$ cat config.mk
export PLATFORM = sky130hd
export DESIGN_NAME = fpm
export DESIGN_NICKNAME = d
export VERILOG_FILES = /design/src/verilog/fpm_pkg.sv /design/src/verilog/fpm_op_decode.sv /design/src/verilog/fpm_exp_path.sv /design/src/verilog/fpm_shift_count.sv /design/src/verilog/fpm_flags.sv /design/src/verilog/fpm_faults.sv /design/src/verilog/fpm.sv
export VERILOG_INCLUDE_DIRS = /design/src /design/src/verilog
export SDC_FILE = /design/constraint.sdc
export NUM_CORES = 1
export LEC_CHECK = 0
export BUFFER_PORTS_ARGS = -buffer_cell sky130_fd_sc_hd__buf_2
export CAP_MARGIN = 20
export CELL_PAD_IN_SITES_DETAIL_PLACEMENT = 0
export CELL_PAD_IN_SITES_GLOBAL_PLACEMENT = 2
export CORE_ASPECT_RATIO = 1.5
export CORE_MARGIN = 4
export CORE_UTILIZATION = 35
export CTS_BUF_LIST = sky130_fd_sc_hd__clkbuf_8
export CTS_CLUSTER_SIZE = 40
export DETAILED_ROUTE_END_ITERATION = 10
export PLACE_DENSITY_LB_ADDON = 0.3
export SETUP_SLACK_MARGIN = 0.2
export SLEW_MARGIN = 25
export SYNTH_ARGS = -nofsm -noshare
export SYNTH_HDL_FRONTEND = slang
export SYNTH_HIERARCHICAL = 1
export SYNTH_SLANG_ARGS = --single-unit
$ cat constraint.sdc
create_clock -name f2strob -period 11 [get_ports f2strob]
set_input_delay 1.1 -clock f2strob [delete_from_list [all_inputs] [get_ports f2strob]]
set_output_delay 1.1 -clock f2strob [all_outputs]
set_load 0.03 [all_outputs]
$ cat src/verilog/fpm_settings.svh
// ----------------------------------------
// fpm sizing constants
// exponent, counter, mantissa and fault pulse
// ----------------------------------------

`ifndef FPM_SETTINGS_SVH
`define FPM_SETTINGS_SVH

// exponent byte and its guard bits
`define FPM_EXP_W 8
`define FPM_GUARD_W 2
`define FPM_D_W (`FPM_EXP_W + `FPM_GUARD_W)

// shift counter and mantissa length
`define FPM_CNT_W 6
`define FPM_MANT_W 40

// stretched fault pulse, in cycles
`define FPM_FI0_TICKS 4

`endif

$ cat src/verilog/fpm_pkg.sv
// ----------------------------------------
// fpm shared types
// ----------------------------------------

package fpm_pkg;

	// encoded exactly as the instruction field
	typedef enum logic [2:0] {
		op_ad = 3'd0,
		op_sd = 3'd1,
		op_mw = 3'd2,
		op_dw = 3'd3,
		op_af = 3'd4,
		op_sf = 3'd5,
		op_mf = 3'd6,
		op_df = 3'd7
	} fpm_op_t;

	// b bus source selection
	typedef enum logic [1:0] {
		bm_inv  = 2'd0,
		bm_true = 2'd1,
		bm_ones = 2'd2,
		bm_zero = 2'd3
	} fpm_bmode_t;

	typedef struct packed {
		logic valid;
		logic addsub_f;
		logic muldiv_f;
		logic div;
		logic sub;
		logic fixed;
	} fpm_dec_t;

	typedef struct packed {
		logic c;
		logic v;
		logic m;
		logic z;
	} fpm_flags_t;

	typedef struct packed {
		logic fi0;
		logic fi1;
		logic fi2;
		logic fi3;
	} fpm_faults_t;

endpackage

$ cat src/verilog/fpm_op_decode.sv
// ----------------------------------------
// fpm instruction decoder
// groups the op field into operation classes
// ----------------------------------------

module fpm_op_decode import fpm_pkg::*; (
	input  fpm_op_t  ir,
	input  logic     pufa,
	output fpm_dec_t dec
);

	always_comb begin
		dec = '0;
		// nothing is active outside an fp instruction
		if (pufa) begin
			dec.valid = 1'b1;
			case (ir)
				op_ad: begin
					dec.fixed = 1'b1;
				end
				op_sd: begin
					dec.fixed = 1'b1;
					dec.sub = 1'b1;
				end
				op_mw: begin
					dec.fixed = 1'b1;
				end
				op_dw: begin
					dec.fixed = 1'b1;
					dec.div = 1'b1;
				end
				op_af: begin
					dec.addsub_f = 1'b1;
				end
				op_sf: begin
					dec.addsub_f = 1'b1;
					dec.sub = 1'b1;
				end
				op_mf: begin
					dec.muldiv_f = 1'b1;
				end
				op_df: begin
					dec.muldiv_f = 1'b1;
					dec.div = 1'b1;
				end
				default: begin
					dec.valid = 1'b0;
				end
			endcase
		end
	end

endmodule

$ cat src/verilog/fpm_exp_path.sv
// ----------------------------------------
// fpm exponent path
// l bus, d and b registers, guarded adder
// ----------------------------------------

`include "fpm_settings.svh"

module fpm_exp_path import fpm_pkg::*; (
	input  logic                  f2strob,
	input  logic                  reset,
	input  logic [`FPM_EXP_W-1:0] w,
	input  logic                  lkb,
	input  logic                  load_d,
	input  logic                  load_b,
	input  logic                  carry_in,
	input  fpm_bmode_t            b_mode,
	output logic [`FPM_D_W-1:0]   d,
	output logic [`FPM_D_W-1:0]   sum,
	output logic                  carry
);

	logic [`FPM_D_W-1:0]   l_bus;
	logic [`FPM_EXP_W-1:0] b_reg;
	logic [`FPM_D_W-1:0]   b_ext;
	logic [`FPM_D_W-1:0]   b_bus;
	logic [`FPM_EXP_W:0]   low_sum;

	// external byte gets its sign copied into the guard bits
	always_comb begin
		if (lkb) begin
			l_bus = {{`FPM_GUARD_W{w[`FPM_EXP_W-1]}}, w};
		end else begin
			l_bus = sum;
		end
	end

	always_ff @(posedge f2strob) begin
		if (reset) begin
			d <= '0;
		end else if (load_d) begin
			d <= l_bus;
		end
	end

	// b only keeps the byte part of d
	always_ff @(posedge f2strob) begin
		if (reset) begin
			b_reg <= '0;
		end else if (load_b) begin
			b_reg <= d[`FPM_EXP_W-1:0];
		end
	end

	assign b_ext = {{`FPM_GUARD_W{b_reg[`FPM_EXP_W-1]}}, b_reg};

	always_comb begin
		b_bus = '0;
		case (b_mode)
			bm_inv: begin
				b_bus = ~b_ext;
			end
			bm_true: begin
				b_bus = b_ext;
			end
			bm_ones: begin
				b_bus = '1;
			end
			bm_zero: begin
				b_bus = '0;
			end
			default: begin
				b_bus = '0;
			end
		endcase
	end

	// guard bits keep exponent overflow visible
	assign sum = b_bus + d + {{(`FPM_D_W-1){1'b0}}, carry_in};

	// carry out of the byte part only
	assign low_sum = {1'b0, b_bus[`FPM_EXP_W-1:0]}
		+ {1'b0, d[`FPM_EXP_W-1:0]}
		+ {{`FPM_EXP_W{1'b0}}, carry_in};
	assign carry = low_sum[`FPM_EXP_W];

endmodule

$ cat src/verilog/fpm_shift_count.sv
// ----------------------------------------
// fpm alignment and shift counter
// ----------------------------------------

`include "fpm_settings.svh"

module fpm_shift_count import fpm_pkg::*; (
	input  logic                  f2strob,
	input  logic                  reset,
	input  logic                  clear_f,
	input  logic                  align,
	input  logic                  shift,
	input  fpm_dec_t              dec,
	input  logic [`FPM_D_W-1:0]   sum,
	output logic                  g,
	output logic                  wdt,
	output logic [`FPM_CNT_W-1:0] fic,
	output logic                  fic_zero
);

	localparam logic [`FPM_D_W-1:0]   MANT_D   = `FPM_MANT_W;
	localparam logic [`FPM_CNT_W-1:0] MANT_CNT = `FPM_MANT_W;

	logic [`FPM_D_W-1:0] mag;
	logic                too_far;

	// exponent difference magnitude
	assign mag = sum[`FPM_D_W-1] ? -sum : sum;
	assign too_far = mag >= MANT_D;

	assign fic_zero = fic == '0;

	always_ff @(posedge f2strob) begin
		if (reset || clear_f) begin
			g <= 1'b0;
			wdt <= 1'b0;
			fic <= '0;
		end else if (align && dec.addsub_f) begin
			wdt <= sum[`FPM_D_W-1];
			g <= too_far;
			fic <= too_far ? MANT_CNT : mag[`FPM_CNT_W-1:0];
		end else if (align && dec.muldiv_f) begin
			// one step per mantissa bit
			g <= 1'b0;
			fic <= MANT_CNT;
		end else if (shift && !fic_zero) begin
			fic <= fic - 1'b1;
		end
	end

endmodule

$ cat src/verilog/fpm_flags.sv
// ----------------------------------------
// fpm status flags c, v, m and z
// ----------------------------------------

`include "fpm_settings.svh"

module fpm_flags import fpm_pkg::*; (
	input  logic                f2strob,
	input  logic                reset,
	input  logic                clear_f,
	input  logic                align,
	input  fpm_dec_t            dec,
	input  logic [`FPM_D_W-1:0] sum,
	input  logic                carry,
	input  logic                mant_zero,
	output fpm_flags_t          flags
);

	fpm_flags_t next;

	always_comb begin
		next.c = carry;
		// guard bits must repeat the byte sign
		next.v = sum[`FPM_D_W-1:`FPM_EXP_W] != {`FPM_GUARD_W{sum[`FPM_EXP_W-1]}};
		next.m = sum[`FPM_D_W-1];
		// floating result is zero when the mantissa is
		next.z = (sum == '0) || (!dec.fixed && mant_zero);
	end

	always_ff @(posedge f2strob) begin
		if (reset || clear_f) begin
			flags <= '0;
		end else if (align && dec.valid) begin
			flags <= next;
		end
	end

endmodule

$ cat src/verilog/fpm_faults.sv
// ----------------------------------------
// fpm fault indications
// sticky faults and stretched fi0 pulse
// ----------------------------------------

`include "fpm_settings.svh"

module fpm_faults import fpm_pkg::*; (
	input  logic                f2strob,
	input  logic                reset,
	input  logic                clear_f,
	input  logic                align,
	input  fpm_dec_t            dec,
	input  logic [`FPM_D_W-1:0] sum,
	input  logic                mant_zero,
	output fpm_faults_t         faults
);

	localparam int TICK_W = $clog2(`FPM_FI0_TICKS + 1);

	logic              fi1_q;
	logic              fi2_q;
	logic              fi3_q;
	logic [TICK_W-1:0] ticks;
	logic              out_of_range;
	logic              div_zero;

	// exponent no longer fits in a byte
	assign out_of_range =
		sum[`FPM_D_W-1:`FPM_EXP_W-1] != {(`FPM_GUARD_W+1){sum[`FPM_D_W-1]}};

	assign div_zero = align && dec.div && mant_zero;

	always_ff @(posedge f2strob) begin
		if (reset || clear_f) begin
			fi1_q <= 1'b0;
			fi2_q <= 1'b0;
			fi3_q <= 1'b0;
		end else begin
			if (align && dec.muldiv_f && out_of_range) begin
				fi1_q <= fi1_q | ~sum[`FPM_D_W-1];
				fi2_q <= fi2_q | sum[`FPM_D_W-1];
			end
			if (div_zero) begin
				fi3_q <= 1'b1;
			end
		end
	end

	// pulse starts on the edge that raises fi3
	always_ff @(posedge f2strob) begin
		if (reset || clear_f) begin
			ticks <= '0;
		end else if (div_zero && !fi3_q) begin
			ticks <= TICK_W'(`FPM_FI0_TICKS);
		end else if (ticks != '0) begin
			ticks <= ticks - 1'b1;
		end
	end

	assign faults = '{fi0: ticks != '0, fi1: fi1_q, fi2: fi2_q, fi3: fi3_q};

endmodule

$ cat src/verilog/fpm.sv
// ----------------------------------------
// fpm exponent and sequencing slice
// ----------------------------------------

`include "fpm_settings.svh"

module fpm import fpm_pkg::*; (
	input  logic                  f2strob,
	input  logic                  reset,
	input  fpm_op_t               ir,
	input  logic                  pufa,
	input  logic [`FPM_EXP_W-1:0] w,
	input  logic                  lkb,
	input  logic                  load_d,
	input  logic                  load_b,
	input  fpm_bmode_t            b_mode,
	input  logic                  carry_in,
	input  logic                  align,
	input  logic                  shift,
	input  logic                  mant_zero,
	input  logic                  clear_f,
	output logic [`FPM_D_W-1:0]   d,
	output logic [`FPM_D_W-1:0]   sum,
	output logic                  g,
	output logic                  wdt,
	output logic [`FPM_CNT_W-1:0] fic,
	output logic                  fic_zero,
	output fpm_flags_t            flags,
	output fpm_faults_t           faults
);

	fpm_dec_t dec;
	logic     carry;

	fpm_op_decode op_decode_inst (
		.ir   (ir),
		.pufa (pufa),
		.dec  (dec)
	);

	fpm_exp_path exp_path_inst (
		.f2strob  (f2strob),
		.reset    (reset),
		.w        (w),
		.lkb      (lkb),
		.load_d   (load_d),
		.load_b   (load_b),
		.carry_in (carry_in),
		.b_mode   (b_mode),
		.d        (d),
		.sum      (sum),
		.carry    (carry)
	);

	fpm_shift_count shift_count_inst (
		.f2strob  (f2strob),
		.reset    (reset),
		.clear_f  (clear_f),
		.align    (align),
		.shift    (shift),
		.dec      (dec),
		.sum      (sum),
		.g        (g),
		.wdt      (wdt),
		.fic      (fic),
		.fic_zero (fic_zero)
	);

	fpm_flags flags_inst (
		.f2strob   (f2strob),
		.reset     (reset),
		.clear_f   (clear_f),
		.align     (align),
		.dec       (dec),
		.sum       (sum),
		.carry     (carry),
		.mant_zero (mant_zero),
		.flags     (flags)
	);

	fpm_faults faults_inst (
		.f2strob   (f2strob),
		.reset     (reset),
		.clear_f   (clear_f),
		.align     (align),
		.dec       (dec),
		.sum       (sum),
		.mant_zero (mant_zero),
		.faults    (faults)
	);

endmodule

Yosys cells after proc, flatten, opt, wreduce, memory -nomap -nowiden
Index checks and enable logic that the tools add are counted.

storage, ports and cells
  register bits = 36
  output and inout bits = 37
  bits of input ports = 24

cells by class
  mux-type cells = 17
  $add $sub $neg = 7
  bitwise logic cells = 4
  eq/ne operators = 12
  order comparisons = 1
  reductions and logical operators = 28

operator list
  cell                   number
  $pmux W10 S4           1
  $mux W6                5
  $mux W10               2
  $eq A3 B3 Y1 const B   4
  $add A10 B1 Y10        1
  $add A10 B10 Y10       1
  $ge A10 B6 Y1 const B  1
  $logic_not A10 Y1      1
  $neg A10 Y10           1
  $not A10 Y10           1
  $reduce_or A2 Y1       5
  $add A8 B8 Y9          1
  $add A9 B1 Y9          1
  $logic_and A1 B1 Y1    9
  $mux W1                7
  $eq A3 B2 Y1 const B   2
  $logic_not A6 Y1       1
  $mux W3                2
  $reduce_bool A3 Y1     2
  $sub A6 B1 Y6 const B  1
  $eq A2 B2 Y1 const B   2
  $ne A2 B2 Y1           2
  $reduce_bool A2 Y1     2
  $reduce_or A4 Y1       1
  other kinds (9)        13

Logic depth before layout (Yosys ltp)
  depth after elaboration = 9
  mapped depth = 16

Modules after synthesis
Netlist, hierarchy kept.

by module, submodules not included
  module           cells an instance  seq. area each (um^2)  times used  area each (um^2)
  fpm_exp_path     158                360.3                  1           1325.0
  fpm_shift_count  91                 160.2                  1           733.2
  fpm_faults       35                 120.1                  1           362.8
  fpm_flags        22                 80.1                   1           186.4
  fpm_op_decode    6                  0.0                    1           46.3

Least setup slack after synthesis
OpenSTA, ideal clock, no wires.

  path kind = input-to-reg
  start point = input b_mode[0]
  end point = register shift_count_inst.fic[3]
  slack = 6.245 ns
  stages = 15
  library setup time = 0.119 ns
  arrival time = 4.636 ns
  data required time = 10.881 ns
  cells stage by stage = buf_2 > xnor2_1 > fa_1 > nor2b_1 > o21ai_0 > o21ai_1 > a21oi_1 > xnor2_1 > xor2_1 > buf_6 > nand3_1 > nor3_1 > mux2i_1 > a211o_1 > o221a_1

on the way
  cells in the longest elaborated chain, start to end = 9
  elaborated cells on any way between the ends = 12
  classes of those cells = add/sub: 3; order compare: 1; eq/ne: 3; mux: 4; reduce/logical: 1

RTL lines
  what                                  line                   source
  start, declared                       fpm.sv:16              input fpm_bmode_t b_mode,
  $eq A2 B2 Y1 (tied with other cells)  fpm_exp_path.sv:58     case (b_mode)
  $pmux W10 S4 *                        fpm_exp_path.sv:58
  $add A10 B10 Y10 *                    fpm_exp_path.sv:78     assign sum = b_bus + d + {{(`FPM_D_W-1){1'b0}}, carry_in};
  $add A10 B1 Y10 *                     fpm_exp_path.sv:78
  via sum[9]                            fpm.sv:23              output logic [`FPM_D_W-1:0] sum,
  $neg A10 Y10                          fpm_shift_count.sv:28  assign mag = sum[`FPM_D_W-1] ? -sum : sum;
  $mux W10 *                            fpm_shift_count.sv:28
  $ge A10 B6 Y1                         fpm_shift_count.sv:29  assign too_far = mag >= MANT_D;
  $mux W6 *                             fpm_shift_count.sv:41  fic <= too_far ? MANT_CNT : mag[`FPM_CNT_W-1:0];
  $mux W6 *                             fpm_shift_count.sv:38  end else if (align && dec.addsub_f) begin
  end signal, assigned                  fpm_shift_count.sv:41
  end signal, assigned                  fpm_shift_count.sv:47  fic <= fic - 1'b1;
  end, declared                         fpm_shift_count.sv:17  output logic [`FPM_CNT_W-1:0] fic,

Mark *: on every way through the listed nets, which the timed path passes. The rest lies on a longest branch.
A chain may end at the register's enable or synchronous reset.

Worst setup path in the final report
  start point = input b_mode[1]
  end point = output sum[8]

on the way
  cells in the longest elaborated chain, start to end = 4
  elaborated cells on any way between the ends = 7
  classes of those cells = add/sub: 2; eq/ne: 3; mux: 1; reduce/logical: 1

RTL lines
  what                                  line
  $eq A2 B2 Y1 (tied with other cells)  fpm_exp_path.sv:58
  $pmux W10 S4 *                        fpm_exp_path.sv:58
  $add A10 B10 Y10 *                    fpm_exp_path.sv:78
  $add A10 B1 Y10 *                     fpm_exp_path.sv:78
  end, declared                         fpm.sv:23

Every way passes the cells marked *; elsewhere a longest branch is shown, timed or not.

==> run_results.csv <==
group,metric,value,unit
run_status,status,"complete, no violations",
global_routing,grt_pass1_vias,2305,
sta,slew_headroom,0.477,
routing,vias_per_cell,4.94,
final_layout,drive_above_1_share,0.235,
pwr,vdd_drop_max,0.0643,mV
placed_design,place_hpwl,5.19,mm
min_path,hold_class,"reg -> reg",
floorplan,core,7320,µm²
pwr,leakage,0.00146,µW
sta,rsz0062_at_grt,"false",
final_layout,final_area,3070,µm²
final_layout,multi_input_area,1740,µm²
final_layout,seqCellArea,721,µm²
clock_tree,numCtsBuffers,5,
clock_tree,cts.sinks,36,
synth,yosysWarnings,6,
sta,worst_pin_slew,779,ps
setup_path,crit_path_end_kind,"output pin",
sta,setup_viol,0,
clock_tree,post_cts_buffers,0,
clock_tree,cts_buffer_depth,2,
clock_tree,cts_resized,0,
pwr,power.density,150,nW/µm²
routing,detail_route.wl_per_cell,14.0,µm
global_routing,grt_use_total,0.151,
global_routing,grt_pass1_wl,10.9,mm
global_routing,grt_max_degree,31,
routing,final_antenna_net_count,0,
global_routing,antenna_found_initial,0,
sta,min_period,4910,ps
synth,syn_inst,311,
clock_tree,cts-htree-levels,2,
sta,fin_skew,8.17,ps
floorplan,die-area,9040,µm²
sta,final.period_utilization,0.446,
clock_tree,cts_tree,"yes",
sta,hold_viol,0,
final_layout,fin_nets,406,
floorplan,die_h,114,µm
setup_path,crit_type,"in -> out",
setup_path,startpoint_type,"input pin",
floorplan,num_io_pins,61,
routing,drt_wl_total,6.54,mm
placed_design,gp_congestion,0.779,
clock_tree,clk_pin_slew_worst_paths,80,ps
global_routing,grt_overflow,0,
final_layout,antenna_cells,0,
clock_tree,clock-root-buffer,"clkbuf_8",
sta,max_freq,204,MHz
synth,syn-num-nets,352,
routing,first_iter_violations,42,
min_path,hold_depth,2,
routing,drc,0,
final_layout,fillers,820,
placed_design,place_area,2980,µm²
routing,first_pass_iters,4,
sta,drv_slew,0,
final_layout,largest_reg_flops,10,
floorplan,die_w,79.0,µm
synth,syn-cell-area,2650,µm²
final_layout,area_growth,16.1,%
setup_path,required,9900,ps
setup_path,worstPathArrival,3810,ps
clock_tree,clk_latency,300,ps
clock_tree,ctsHoldBuffers,0,
synth,avgSynthCellArea,8.50,µm²
setup_path,rr_worst_depth,15,
placed_design,numPortBuffers,60,
sta,tns,0,ps
setup_path,crit_fanout,8,
routing,num_vias,2304,
job,maxCapViolCount,0,
floorplan,start_util,0.361,
floorplan,rows,38,
[through the flow]
step | power (µW) | cells | utilization | hold WS [ps] | worst slack [ps]
after floorplan | 317 | 311 | - | 452 | 6240
after global placement | 369 | 458 | 0.407 | 463 | 6100
after detailed placement | 371 | 458 | 0.407 | 456 | 6060
after CTS | 470 | 466 | 0.419 | 477 | 6060
after global routing | 497 | 466 | 0.419 | 516 | 5830
final | 460 | 466 | 0.419 | 479 | 6090
[power breakdown]
group,switching (µW),internal (µW),leakage (µW)
clock,50.7,44.2,0.0000479
combinational,140,79.0,0.00112
sequential,7.84,138,0.000294
total,199,261,0.00146
[placed cells by master (no fill, tap or decap), drive strengths merged, types with 3 or more instances in the layout]
| cell | instances |
|---|---|
| a211oi | 6 |
| a21o | 4 |
| a21oi | 16 |
| a31oi | 5 |
| and3 | 3 |
| buf | 62 |
| clkbuf | 5 |
| clkinv | 3 |
| dfxtp | 36 |
| ha | 15 |
| inv | 21 |
| mux2 | 3 |
| mux2i | 16 |
| nand2 | 16 |
| nand2b | 10 |
| nand3 | 9 |
| nor2 | 32 |
| nor2b | 10 |
| nor3 | 8 |
| nor4 | 3 |
| o21a | 3 |
| o21ai | 14 |
| o221ai | 3 |
| o31ai | 4 |
| xnor2 | 12 |
| xor2 | 10 |
[critical path, stage by stage]
cell and delay (ps):
buf_2 140, nand2b_1 160, xnor2_1 140, fa_1 410, fa_1 450, nor2b_4 130
o31a_1 170, o2111ai_1 120, nand2_1 120, or2_4 130, xor2_1 440, buf_2 300
[metal layers]
layer / global-route usage / vias to the layer above / wire length, µm / part of all wire
met5: 0 / - / 0 / 0
met2: 0.282 / 38 / 3470 / 0.53
met1: 0.172 / 1049 / 2740 / 0.42
met3: 0.0260 / 6 / 246 / 0.038
li1: - / 1211 / - / -
met4: 0.0470 / 0 / 87 / 0.013
[layout make-up]
type / instances / share of cell area
tap: 100 / 0.0407
clock inverter: 3 / 0.00611
timing repair buffer: 62 / 0.103
sequential: 36 / 0.235
multi-input combinational: 239 / 0.568
clock buffer: 5 / 0.0224
inverter: 21 / 0.0257
[worst paths after layout]
kind | start | endpoint | slack [ps]
setup reg to reg | exp_path_inst/b_reg[0]$_SDFFE_PP0P_ | shift_count_inst/fic[3]$_SDFFE_PP0P_ | 7260
hold / removal | flags_inst/flags[2]$_SDFFE_PP0P_ | flags_inst/flags[2]$_SDFFE_PP0P_ | 480
setup / recovery | b_mode[1] | sum[8] | 6090
hold reg to reg | flags_inst/flags[2]$_SDFFE_PP0P_ | flags_inst/flags[2]$_SDFFE_PP0P_ | 480
Note: power is estimated with default switching activity, not from simulation.
